## src/logic/fmPkg.sv

```systemverilog
`default_nettype none

package fmPkg;

  // Default widths of the AC field and the AC block number
  localparam int AcWidth = 4;
  localparam int BlockWidth = 3;

  // Fast-memory address source, in microcode FMADR order
  typedef enum logic [2:0] {
    ac          = 3'd0,
    acPlus1     = 3'd1,
    xr          = 3'd2,
    vma         = 3'd3,
    acPlus2     = 3'd4,
    acPlus3     = 3'd5,
    acPlusMagic = 3'd6,
    magic       = 3'd7
  } fmSrcT;

  // Block selects one of the AC sets, address the AC within it
  typedef struct packed {
    logic [BlockWidth-1:0] block;
    logic [AcWidth-1:0]    address;
  } fmAddrT;

endpackage

`default_nettype wire

```

## src/logic/aprPkg.sv

```systemverilog
`default_nettype none

package aprPkg;

  localparam int NumFlags = 8;

  // One bit per status flag
  typedef logic [NumFlags-1:0] aprFlagT;

  // Flag positions in aprFlagT
  localparam int FlagSbusErr    = 0;
  localparam int FlagNxmErr     = 1;
  localparam int FlagIoPfErr    = 2;
  localparam int FlagMbParErr   = 3;
  localparam int FlagCDirParErr = 4;
  localparam int FlagSAdrParErr = 5;
  localparam int FlagPwrFail    = 6;
  localparam int FlagSweepDone  = 7;

  // Internal bus data word
  typedef logic [17:0] ebusWordT;

  // Condition output, applied to every flag whose mask bit is set
  typedef struct packed {
    logic    selSet;
    logic    selClr;
    logic    selEn;
    logic    selDis;
    aprFlagT mask;
  } condoCmdT;

  // Data output, AC block numbers and address compare enables
  typedef struct packed {
    logic [fmPkg::BlockWidth-1:0] curBlock;
    logic [fmPkg::BlockWidth-1:0] prevBlock;
    logic                         fetchComp;
    logic                         readComp;
    logic                         writeComp;
    logic                         userComp;
  } datoCmdT;

  typedef logic [2:0] diagFuncT;

endpackage

`default_nettype wire

```

## src/logic/aprFlagBank.sv

```systemverilog
`timescale 1ns/1ps
`default_nettype none

module aprFlagBank #(
  parameter int NumFlags = aprPkg::NumFlags
) (
  input  logic             clk,
  input  logic             arstN,
  input  logic             condoStrobe,
  input  aprPkg::condoCmdT condoCmd,
  input  aprPkg::aprFlagT  condIn,
  output aprPkg::aprFlagT  flags,
  output aprPkg::aprFlagT  enables,
  output logic             interrupt,
  output logic             anyEboxErr
);

  logic [NumFlags-1:0] selMask;
  logic [NumFlags-1:0] setMask;
  logic [NumFlags-1:0] clrMask;
  logic [NumFlags-1:0] enMask;
  logic [NumFlags-1:0] disMask;
  logic [NumFlags-1:0] flagsNext;
  logic [NumFlags-1:0] enablesNext;
  logic                errAny;

  // Mask only counts while the bus strobe is up
  assign selMask = condoStrobe ? condoCmd.mask : '0;
  assign setMask = selMask & {NumFlags{condoCmd.selSet}};
  assign clrMask = selMask & {NumFlags{condoCmd.selClr}};
  assign enMask  = selMask & {NumFlags{condoCmd.selEn}};
  assign disMask = selMask & {NumFlags{condoCmd.selDis}};

  // A live condition level beats a clear from the bus
  assign flagsNext = condIn | setMask | (flags & ~clrMask);

  // Enable beats disable on the same mask bit
  assign enablesNext = enMask | (enables & ~disMask);

  // Memory side errors that feed the EBOX error flop
  assign errAny = flags[aprPkg::FlagNxmErr] |
                  flags[aprPkg::FlagMbParErr] |
                  flags[aprPkg::FlagSAdrParErr];

  always_ff @(posedge clk or negedge arstN) begin
    if (!arstN) begin
      flags   <= '0;
      enables <= '0;
    end else begin
      flags   <= flagsNext;
      enables <= enablesNext;
    end
  end

  // One cycle behind the flags
  always_ff @(posedge clk or negedge arstN) begin
    if (!arstN) begin
      anyEboxErr <= 1'b0;
    end else begin
      anyEboxErr <= errAny;
    end
  end

  assign interrupt = |(flags & enables);

endmodule

`default_nettype wire

```

## src/logic/aprCtlRegs.sv

```systemverilog
`timescale 1ns/1ps
`default_nettype none

module aprCtlRegs #(
  parameter int BlockWidth = fmPkg::BlockWidth
) (
  input  logic                  clk,
  input  logic                  arstN,
  input  logic                  datoStrobe,
  input  aprPkg::datoCmdT       datoCmd,
  input  logic                  loadVmaContext,
  input  logic                  vmaPrevEn,
  input  logic                  xrPrevious,
  output logic [BlockWidth-1:0] curBlock,
  output logic [BlockWidth-1:0] prevBlock,
  output logic [BlockWidth-1:0] vmaBlock,
  output logic [BlockWidth-1:0] xrBlock,
  output logic [3:0]            compareBits
);

  logic [BlockWidth-1:0] vmaBlockNext;

  // AC blocks and compare bits written by a data output
  always_ff @(posedge clk or negedge arstN) begin
    if (!arstN) begin
      curBlock    <= '0;
      prevBlock   <= '0;
      compareBits <= '0;
    end else if (datoStrobe) begin
      curBlock    <= datoCmd.curBlock;
      prevBlock   <= datoCmd.prevBlock;
      // Fetch in the top bit, user in the bottom
      compareBits <= {datoCmd.fetchComp, datoCmd.readComp,
                      datoCmd.writeComp, datoCmd.userComp};
    end
  end

  // VMA context takes the block in force before this edge
  assign vmaBlockNext = vmaPrevEn ? prevBlock : curBlock;

  always_ff @(posedge clk or negedge arstN) begin
    if (!arstN) begin
      vmaBlock <= '0;
    end else if (loadVmaContext) begin
      vmaBlock <= vmaBlockNext;
    end
  end

  // Index register lives in the previous context when asked
  assign xrBlock = xrPrevious ? prevBlock : curBlock;

endmodule

`default_nettype wire

```

## src/logic/fmAddrSel.sv

```systemverilog
`timescale 1ns/1ps
`default_nettype none

module fmAddrSel #(
  parameter int AcWidth    = fmPkg::AcWidth,
  parameter int BlockWidth = fmPkg::BlockWidth
) (
  input  fmPkg::fmSrcT                   fmSrc,
  input  logic [AcWidth-1:0]             ac,
  input  logic [AcWidth-1:0]             xr,
  input  logic [AcWidth-1:0]             vmaLow,
  input  logic [BlockWidth+AcWidth-1:0]  magic,
  input  logic [BlockWidth-1:0]          curBlock,
  input  logic [BlockWidth-1:0]          vmaBlock,
  input  logic [BlockWidth-1:0]          xrBlock,
  output fmPkg::fmAddrT                  fmAddr
);

  logic [AcWidth-1:0]    acInc1;
  logic [AcWidth-1:0]    acInc2;
  logic [AcWidth-1:0]    acInc3;
  logic [AcWidth-1:0]    acSum;
  logic [AcWidth-1:0]    addr;
  logic [BlockWidth-1:0] blk;

  // All sums wrap within the AC field
  assign acInc1 = ac + AcWidth'(1);
  assign acInc2 = ac + AcWidth'(2);
  assign acInc3 = ac + AcWidth'(3);
  assign acSum  = ac + magic[AcWidth-1:0];

  always_comb begin
    // AC-relative sources stay in the current block
    blk  = curBlock;
    addr = ac;
    case (fmSrc)
      fmPkg::ac:          addr = ac;
      fmPkg::acPlus1:     addr = acInc1;
      fmPkg::acPlus2:     addr = acInc2;
      fmPkg::acPlus3:     addr = acInc3;
      fmPkg::acPlusMagic: addr = acSum;
      fmPkg::xr: begin
        blk  = xrBlock;
        addr = xr;
      end
      fmPkg::vma: begin
        blk  = vmaBlock;
        addr = vmaLow;
      end
      fmPkg::magic: begin
        // Microcode names both block and AC directly
        blk  = magic[BlockWidth+AcWidth-1:AcWidth];
        addr = magic[AcWidth-1:0];
      end
      default: addr = ac;
    endcase
  end

  assign fmAddr = '{block: blk, address: addr};

endmodule

`default_nettype wire

```

## src/logic/aprDiagRead.sv

```systemverilog
`timescale 1ns/1ps
`default_nettype none

module aprDiagRead (
  input  logic                         diagStrobe,
  input  aprPkg::diagFuncT             diagFunc,
  input  aprPkg::aprFlagT              flags,
  input  aprPkg::aprFlagT              enables,
  input  logic [fmPkg::BlockWidth-1:0] curBlock,
  input  logic [fmPkg::BlockWidth-1:0] prevBlock,
  input  logic [3:0]                   compareBits,
  input  fmPkg::fmAddrT                fmAddr,
  input  logic                         interrupt,
  input  logic                         anyEboxErr,
  output aprPkg::ebusWordT             diagData
);

  aprPkg::ebusWordT word;

  // Each function is right-justified in the bus word
  always_comb begin
    word = '0;
    case (diagFunc)
      3'd0: word = aprPkg::ebusWordT'(flags);
      // Current block above previous block
      3'd1: word = aprPkg::ebusWordT'({curBlock, prevBlock});
      3'd2: word = aprPkg::ebusWordT'(enables);
      3'd3: word = aprPkg::ebusWordT'(compareBits);
      3'd4: word = aprPkg::ebusWordT'(fmAddr);
      3'd5: word = aprPkg::ebusWordT'({interrupt, anyEboxErr});
      default: word = '0;
    endcase
  end

  // Bus is only driven while the read strobe is up
  assign diagData = diagStrobe ? word : '0;

endmodule

`default_nettype wire

```

## src/logic/aprTop.sv

```systemverilog
`timescale 1ns/1ps
`default_nettype none

module aprTop #(
  parameter int NumFlags   = aprPkg::NumFlags,
  parameter int AcWidth    = fmPkg::AcWidth,
  parameter int BlockWidth = fmPkg::BlockWidth
) (
  input  logic                          clk,
  input  logic                          arstN,
  input  logic                          condoStrobe,
  input  aprPkg::condoCmdT              condoCmd,
  input  logic                          datoStrobe,
  input  aprPkg::datoCmdT               datoCmd,
  input  aprPkg::aprFlagT               condIn,
  input  logic [AcWidth-1:0]            ac,
  input  logic [AcWidth-1:0]            xr,
  input  logic [AcWidth-1:0]            vmaLow,
  input  logic                          loadVmaContext,
  input  logic                          vmaPrevEn,
  input  logic                          xrPrevious,
  input  fmPkg::fmSrcT                  fmSrc,
  input  logic [BlockWidth+AcWidth-1:0] magic,
  input  logic                          diagStrobe,
  input  aprPkg::diagFuncT              diagFunc,
  output logic                          interrupt,
  output logic                          anyEboxErr,
  output fmPkg::fmAddrT                 fmAddr,
  output aprPkg::ebusWordT              diagData
);

  aprPkg::aprFlagT       flags;
  aprPkg::aprFlagT       enables;
  logic [BlockWidth-1:0] curBlock;
  logic [BlockWidth-1:0] prevBlock;
  logic [BlockWidth-1:0] vmaBlock;
  logic [BlockWidth-1:0] xrBlock;
  logic [3:0]            compareBits;

  aprFlagBank #(.NumFlags(NumFlags)) i_flagBank (
    .clk, .arstN, .condoStrobe, .condoCmd, .condIn,
    .flags, .enables, .interrupt, .anyEboxErr
  );

  aprCtlRegs #(.BlockWidth(BlockWidth)) i_ctlRegs (
    .clk, .arstN, .datoStrobe, .datoCmd, .loadVmaContext, .vmaPrevEn,
    .xrPrevious, .curBlock, .prevBlock, .vmaBlock, .xrBlock, .compareBits
  );

  fmAddrSel #(.AcWidth(AcWidth), .BlockWidth(BlockWidth)) i_fmAddrSel (
    .fmSrc, .ac, .xr, .vmaLow, .magic, .curBlock, .vmaBlock, .xrBlock, .fmAddr
  );

  // Read mux sees the same fast-memory address as the output port
  aprDiagRead i_diagRead (
    .diagStrobe, .diagFunc, .flags, .enables, .curBlock, .prevBlock,
    .compareBits, .fmAddr, .interrupt, .anyEboxErr, .diagData
  );

endmodule

`default_nettype wire

```

## config.mk

```make
export PLATFORM = sky130hd
export DESIGN_NAME = aprTop
export DESIGN_NICKNAME = d
export VERILOG_FILES = /design/src/logic/fmPkg.sv /design/src/logic/aprPkg.sv /design/src/logic/aprFlagBank.sv /design/src/logic/aprCtlRegs.sv /design/src/logic/fmAddrSel.sv /design/src/logic/aprDiagRead.sv /design/src/logic/aprTop.sv
export SDC_FILE = /design/constraint.sdc
export NUM_CORES = 1
export LEC_CHECK = 0
export BUFFER_PORTS_ARGS = -buffer_cell sky130_fd_sc_hd__buf_2
export CORE_MARGIN = 2
export CORE_UTILIZATION = 45
export CTS_BUF_LIST = sky130_fd_sc_hd__clkbuf_8
export DETAILED_ROUTE_END_ITERATION = 8
export PLACE_DENSITY = 0.75
export SLEW_MARGIN = 15
export SYNTH_ARGS = -nofsm -noshare
export SYNTH_HDL_FRONTEND = slang
export SYNTH_SLANG_ARGS = --single-unit
```

## constraint.sdc

```tcl
create_clock -name clk -period 2.25 [get_ports clk]
set_input_delay 0 -clock clk [delete_from_list [all_inputs] [get_ports clk]]
set_output_delay 0 -clock clk [all_outputs]
set_load 0.02 [all_outputs]
```

==> impl_metrics.yaml <==
run_status:
  status: "finished clean"
placed_design:
  io_buffer_count: 79
  dp_hpwl_um: 4700
  placedCellCount: 391
  dpl_cell_area_um2: 2680
  gp_congestion: 0.973
synth:
  avgSynthCellArea_um2: 8.93
  synth_xor_area_frac: 0.0154
  synth_compound_area_frac: 0.201
  synthMuxAreaShare: 0.130
  synth_top_family_by_area: "simple AND/OR/NAND/NOR gates"
  ys_seq_area_frac: 0.330
  synth-simple-area-share: 0.203
  syn-cell-area_um2: 2280
  synthAdderAreaFrac: 0.0308
  synth.distinct_cells: 49
  syn_inst: 255
  synth_warnings: 0
  yosys_register_bits: 30
global_routing:
  gr-total-overflow: 0
  grt_max_degree: 33
  grt_pass1_wl_um: 10200
  antenna_found_initial: 0
  grt_pass1_vias: 2248
  grt_use_total: 0.238
pwr:
  p_sw_mw: 0.505
  peakVddDrop_v: 0.000464
  pwr-share-clk: 0.307
  power_density_nw_per_um2: 537
  seqPwrFrac: 0.392
  switching_share: 0.307
  p_leak_nw: 1.43
  combPwrFrac: 0.301
  p_int_mw: 1.14
finish:
  fin_cells: 426
  antenna_cells: 0
  drive_gt1_frac: 0.320
  fin_nets: 426
  fin_area_um2: 3070
  syn2layout_area_growth_pct: 34.6
  fin_util: 0.641
floorplan:
  num_io_pins: 90
  start_util: 0.476
  coreArea_um2: 4790
  die_x_um: 75.1
  die_h_um: 75.1
  num_rows: 25
  dieArea_um2: 5650
routing:
  viasPerCell: 5.45
  firstDrtPassIters: 4
  num_vias: 2323
  drtIter0Drc: 91
  finalWirelength_um: 6370
  drc: 0
  wl_per_cell_um: 15.0
  ant_nets: 0
timing:
  timing.setup.tns_ps: 0
  setup_viol: 0
  max_freq_mhz: 474
  relSlewSlack: 0.553
  tightest_slew_ps: 671
  rsz0062_at_grt: "no"
  maxSlewViolCount: 0
  skew_ps: 3.79
  hold_viol: 0
  period_minus_slack_ps: 2110
  finalCritPeriodShare: 0.937
setup_path:
  required_ps: 2250
  crit_chain: "buf_2, nand3b_1, or2_2, ha_1, fa_1, xnor2_1, a21oi_1, a311oi_2, nor3_1, a31o_1, buf_2"
  path_common_cell: "buf_2"
  slowest_delay_ps: 400
  criticalPathCategory: "primary input to primary output"
  cp_max_fo: 6
  startpoint_type: "primary input"
  worstSetupEndpointType: "primary output"
  slowest_stage: "fa_1"
  arrival_ps: 2110
flow_run:
  drv_cap: 0
cts:
  max-clock-path-buffers: 2
  clock_latency_ps: 280
  clkTransAtPathRegs_ps: 60
  htree_levels: 2
  post-cts-setup-buffers: 0
  cts_buffers: 5
  numClockSinks: 30
  root_buffer: "clkbuf_8"
  cts_tree: "built"
min_path:
  hp-class: "primary input to flip-flop"
critical path: cells and delay by family:
family | cells | cell delay (ps)
AOI/OAI and AO/OA | 3 | 500
buffers and inverters | 2 | 290
adders and majority gates | 2 | 620
and+or+nand+nor | 3 | 560
xor gates and xnor gates | 1 | 160
cells in the final DEF (no fill, tap or decap), types with 4 or more instances in the layout:
| cell type | synthesis | final |
|---|---|---|
| a21oi_1 | 14 | 14 |
| a22oi_1 | 5 | 5 |
| a31oi_1 | 8 | 8 |
| a32o_1 | 8 | 8 |
| buf_2 | 4 | 78 |
| buf_4 | 13 | 8 |
| clkbuf_8 | 0 | 8 |
| conb_1 | 1 | 10 |
| dfrtp_1 | 30 | 30 |
| dlygate4sd3_1 | 0 | 27 |
| ha_1 | 4 | 4 |
| inv_1 | 10 | 10 |
| mux2_2 | 10 | 10 |
| mux2i_1 | 10 | 10 |
| nand2_1 | 23 | 23 |
| nand2b_1 | 6 | 6 |
| nand3_1 | 18 | 18 |
| nand3b_1 | 5 | 5 |
| nor2_1 | 19 | 19 |
| nor2b_1 | 5 | 5 |
| o21ai_0 | 8 | 8 |
path summary, 6_finish.rpt:
path,start,end,slack [ps],cells past startpoint
worst max-delay path,fmSrc[0],diagData[2],140,11
worst min-delay path,condoCmd[4],i_flagBank.enables[4]$_DFF_PN0_,10,2
worst max register to register,i_flagBank.flags[1]$_DFF_PN0_,i_flagBank.anyEboxErr$_DFF_PN0_,1350,1
worst min register to register,i_flagBank.flags[2]$_DFF_PN0_,i_flagBank.flags[2]$_DFF_PN0_,520,2
max in group asynchronous,arstN,i_ctlRegs.compareBits[2]$_DFFE_PN0P_,1540,2
min in group asynchronous,arstN,i_flagBank.flags[7]$_DFF_PN0_,280,2
synth_stat cells (all sizes together):
cell type / number / area [µm²]
a2111o: 1 / 11.3
a21boi: 1 / 7.51
a21oi: 15 / 78.8
a221o: 1 / 10.0
a221oi: 2 / 17.5
a22o: 1 / 8.76
a22oi: 5 / 37.5
a311oi: 1 / 15.0
a31o: 1 / 8.76
a31oi: 8 / 50.1
a32o: 8 / 80.1
and2: 1 / 6.26
and3: 3 / 18.8
buf: 19 / 140
clkbuf: 7 / 26.3
conb: 1 / 3.75
dfrtp: 30 / 751
fa: 1 / 20.0
ha: 4 / 50.1
inv: 10 / 37.5
mux2: 11 / 128
mux2i: 10 / 100
mux4: 3 / 67.6
nand2: 23 / 86.3
nand2b: 6 / 37.5
nand3: 18 / 90.1
nand3b: 5 / 37.5
nand4: 1 / 6.26
nor2: 19 / 71.3
nor2b: 6 / 45.0
nor3: 3 / 15.0
nor3b: 3 / 22.5
o211ai: 2 / 15.0
o21a: 1 / 7.51
o21ai: 9 / 48.8
o22ai: 3 / 18.8
o31ai: 1 / 7.51
o32ai: 3 / 33.8
or2: 1 / 6.26
or3: 3 / 18.8
xnor2: 2 / 17.5
xor2: 2 / 17.5
area by class of cell:
class                   instances  area [µm²]
multi-input cells             198        1360
clock buffers                   8         110
repair buffers                113         721
fillers                       406        1720
inverters                      10        37.5
well taps                      67        83.8
flip-flops and latches         30         751
stage by stage:
step           hold slack [ps]  power (mW)  worst slack, ps
2_1_floorplan             -296       0.950             94.6
3_3_place_gp              70.6        1.09              170
3_5_place_dp              71.0        1.10              112
4_1_cts                   4.11        1.65             91.9
5_1_grt                   12.2        1.75             4.45
6_report                  12.6        1.65              141
power by group through the flow:
stage / Combinational, mW / Sequential [mW] / Clock [mW]
final: 0.495 / 0.645 / 0.505
after global routing: 0.548 / 0.651 / 0.552
after CTS: 0.488 / 0.644 / 0.516
after detailed placement: 0.449 / 0.654 / 0
after global placement: 0.443 / 0.652 / 0
after floorplan: 0.315 / 0.635 / 0
repair_timing:
item                                    in CTS  in global routing
hold endpoints to repair                    51                  0
hold buffers                                27                  0
gates resized for setup                      0                  3
endpoints found under the setup margin       0                  4
metal layers:
layer | GRT usage | vias to the layer above | wire length (µm)
met5 | 0 | - | 0
met4 | 0.0955 | 0 | 178
met3 | 0.0428 | 17 | 433
met2 | 0.408 | 116 | 3130
met1 | 0.297 | 1064 | 2640
li1 | - | 1126 | -
registers in the layout, indices dropped and copies added, names as in the netlist:
register               count
i_flagBank.enables         8
i_flagBank.flags           8
i_ctlRegs.compareBits      4
i_ctlRegs.curBlock         3
i_ctlRegs.prevBlock        3
i_ctlRegs.vmaBlock         3
i_flagBank.anyEboxErr      1
kinds of logic (layout without fill, tap and decap cells):
family | after synthesis | in the layout
adders and majority gates | 5 | 5
buffers and inverters | 36 | 131
and+or+nand+nor | 92 | 92
DFF | 30 | 30
xor gates and xnor gates | 4 | 4
AOI/OAI and AO/OA | 63 | 63
other | 1 | 10
muxes | 24 | 24
(Power assumes the default switching activity.)
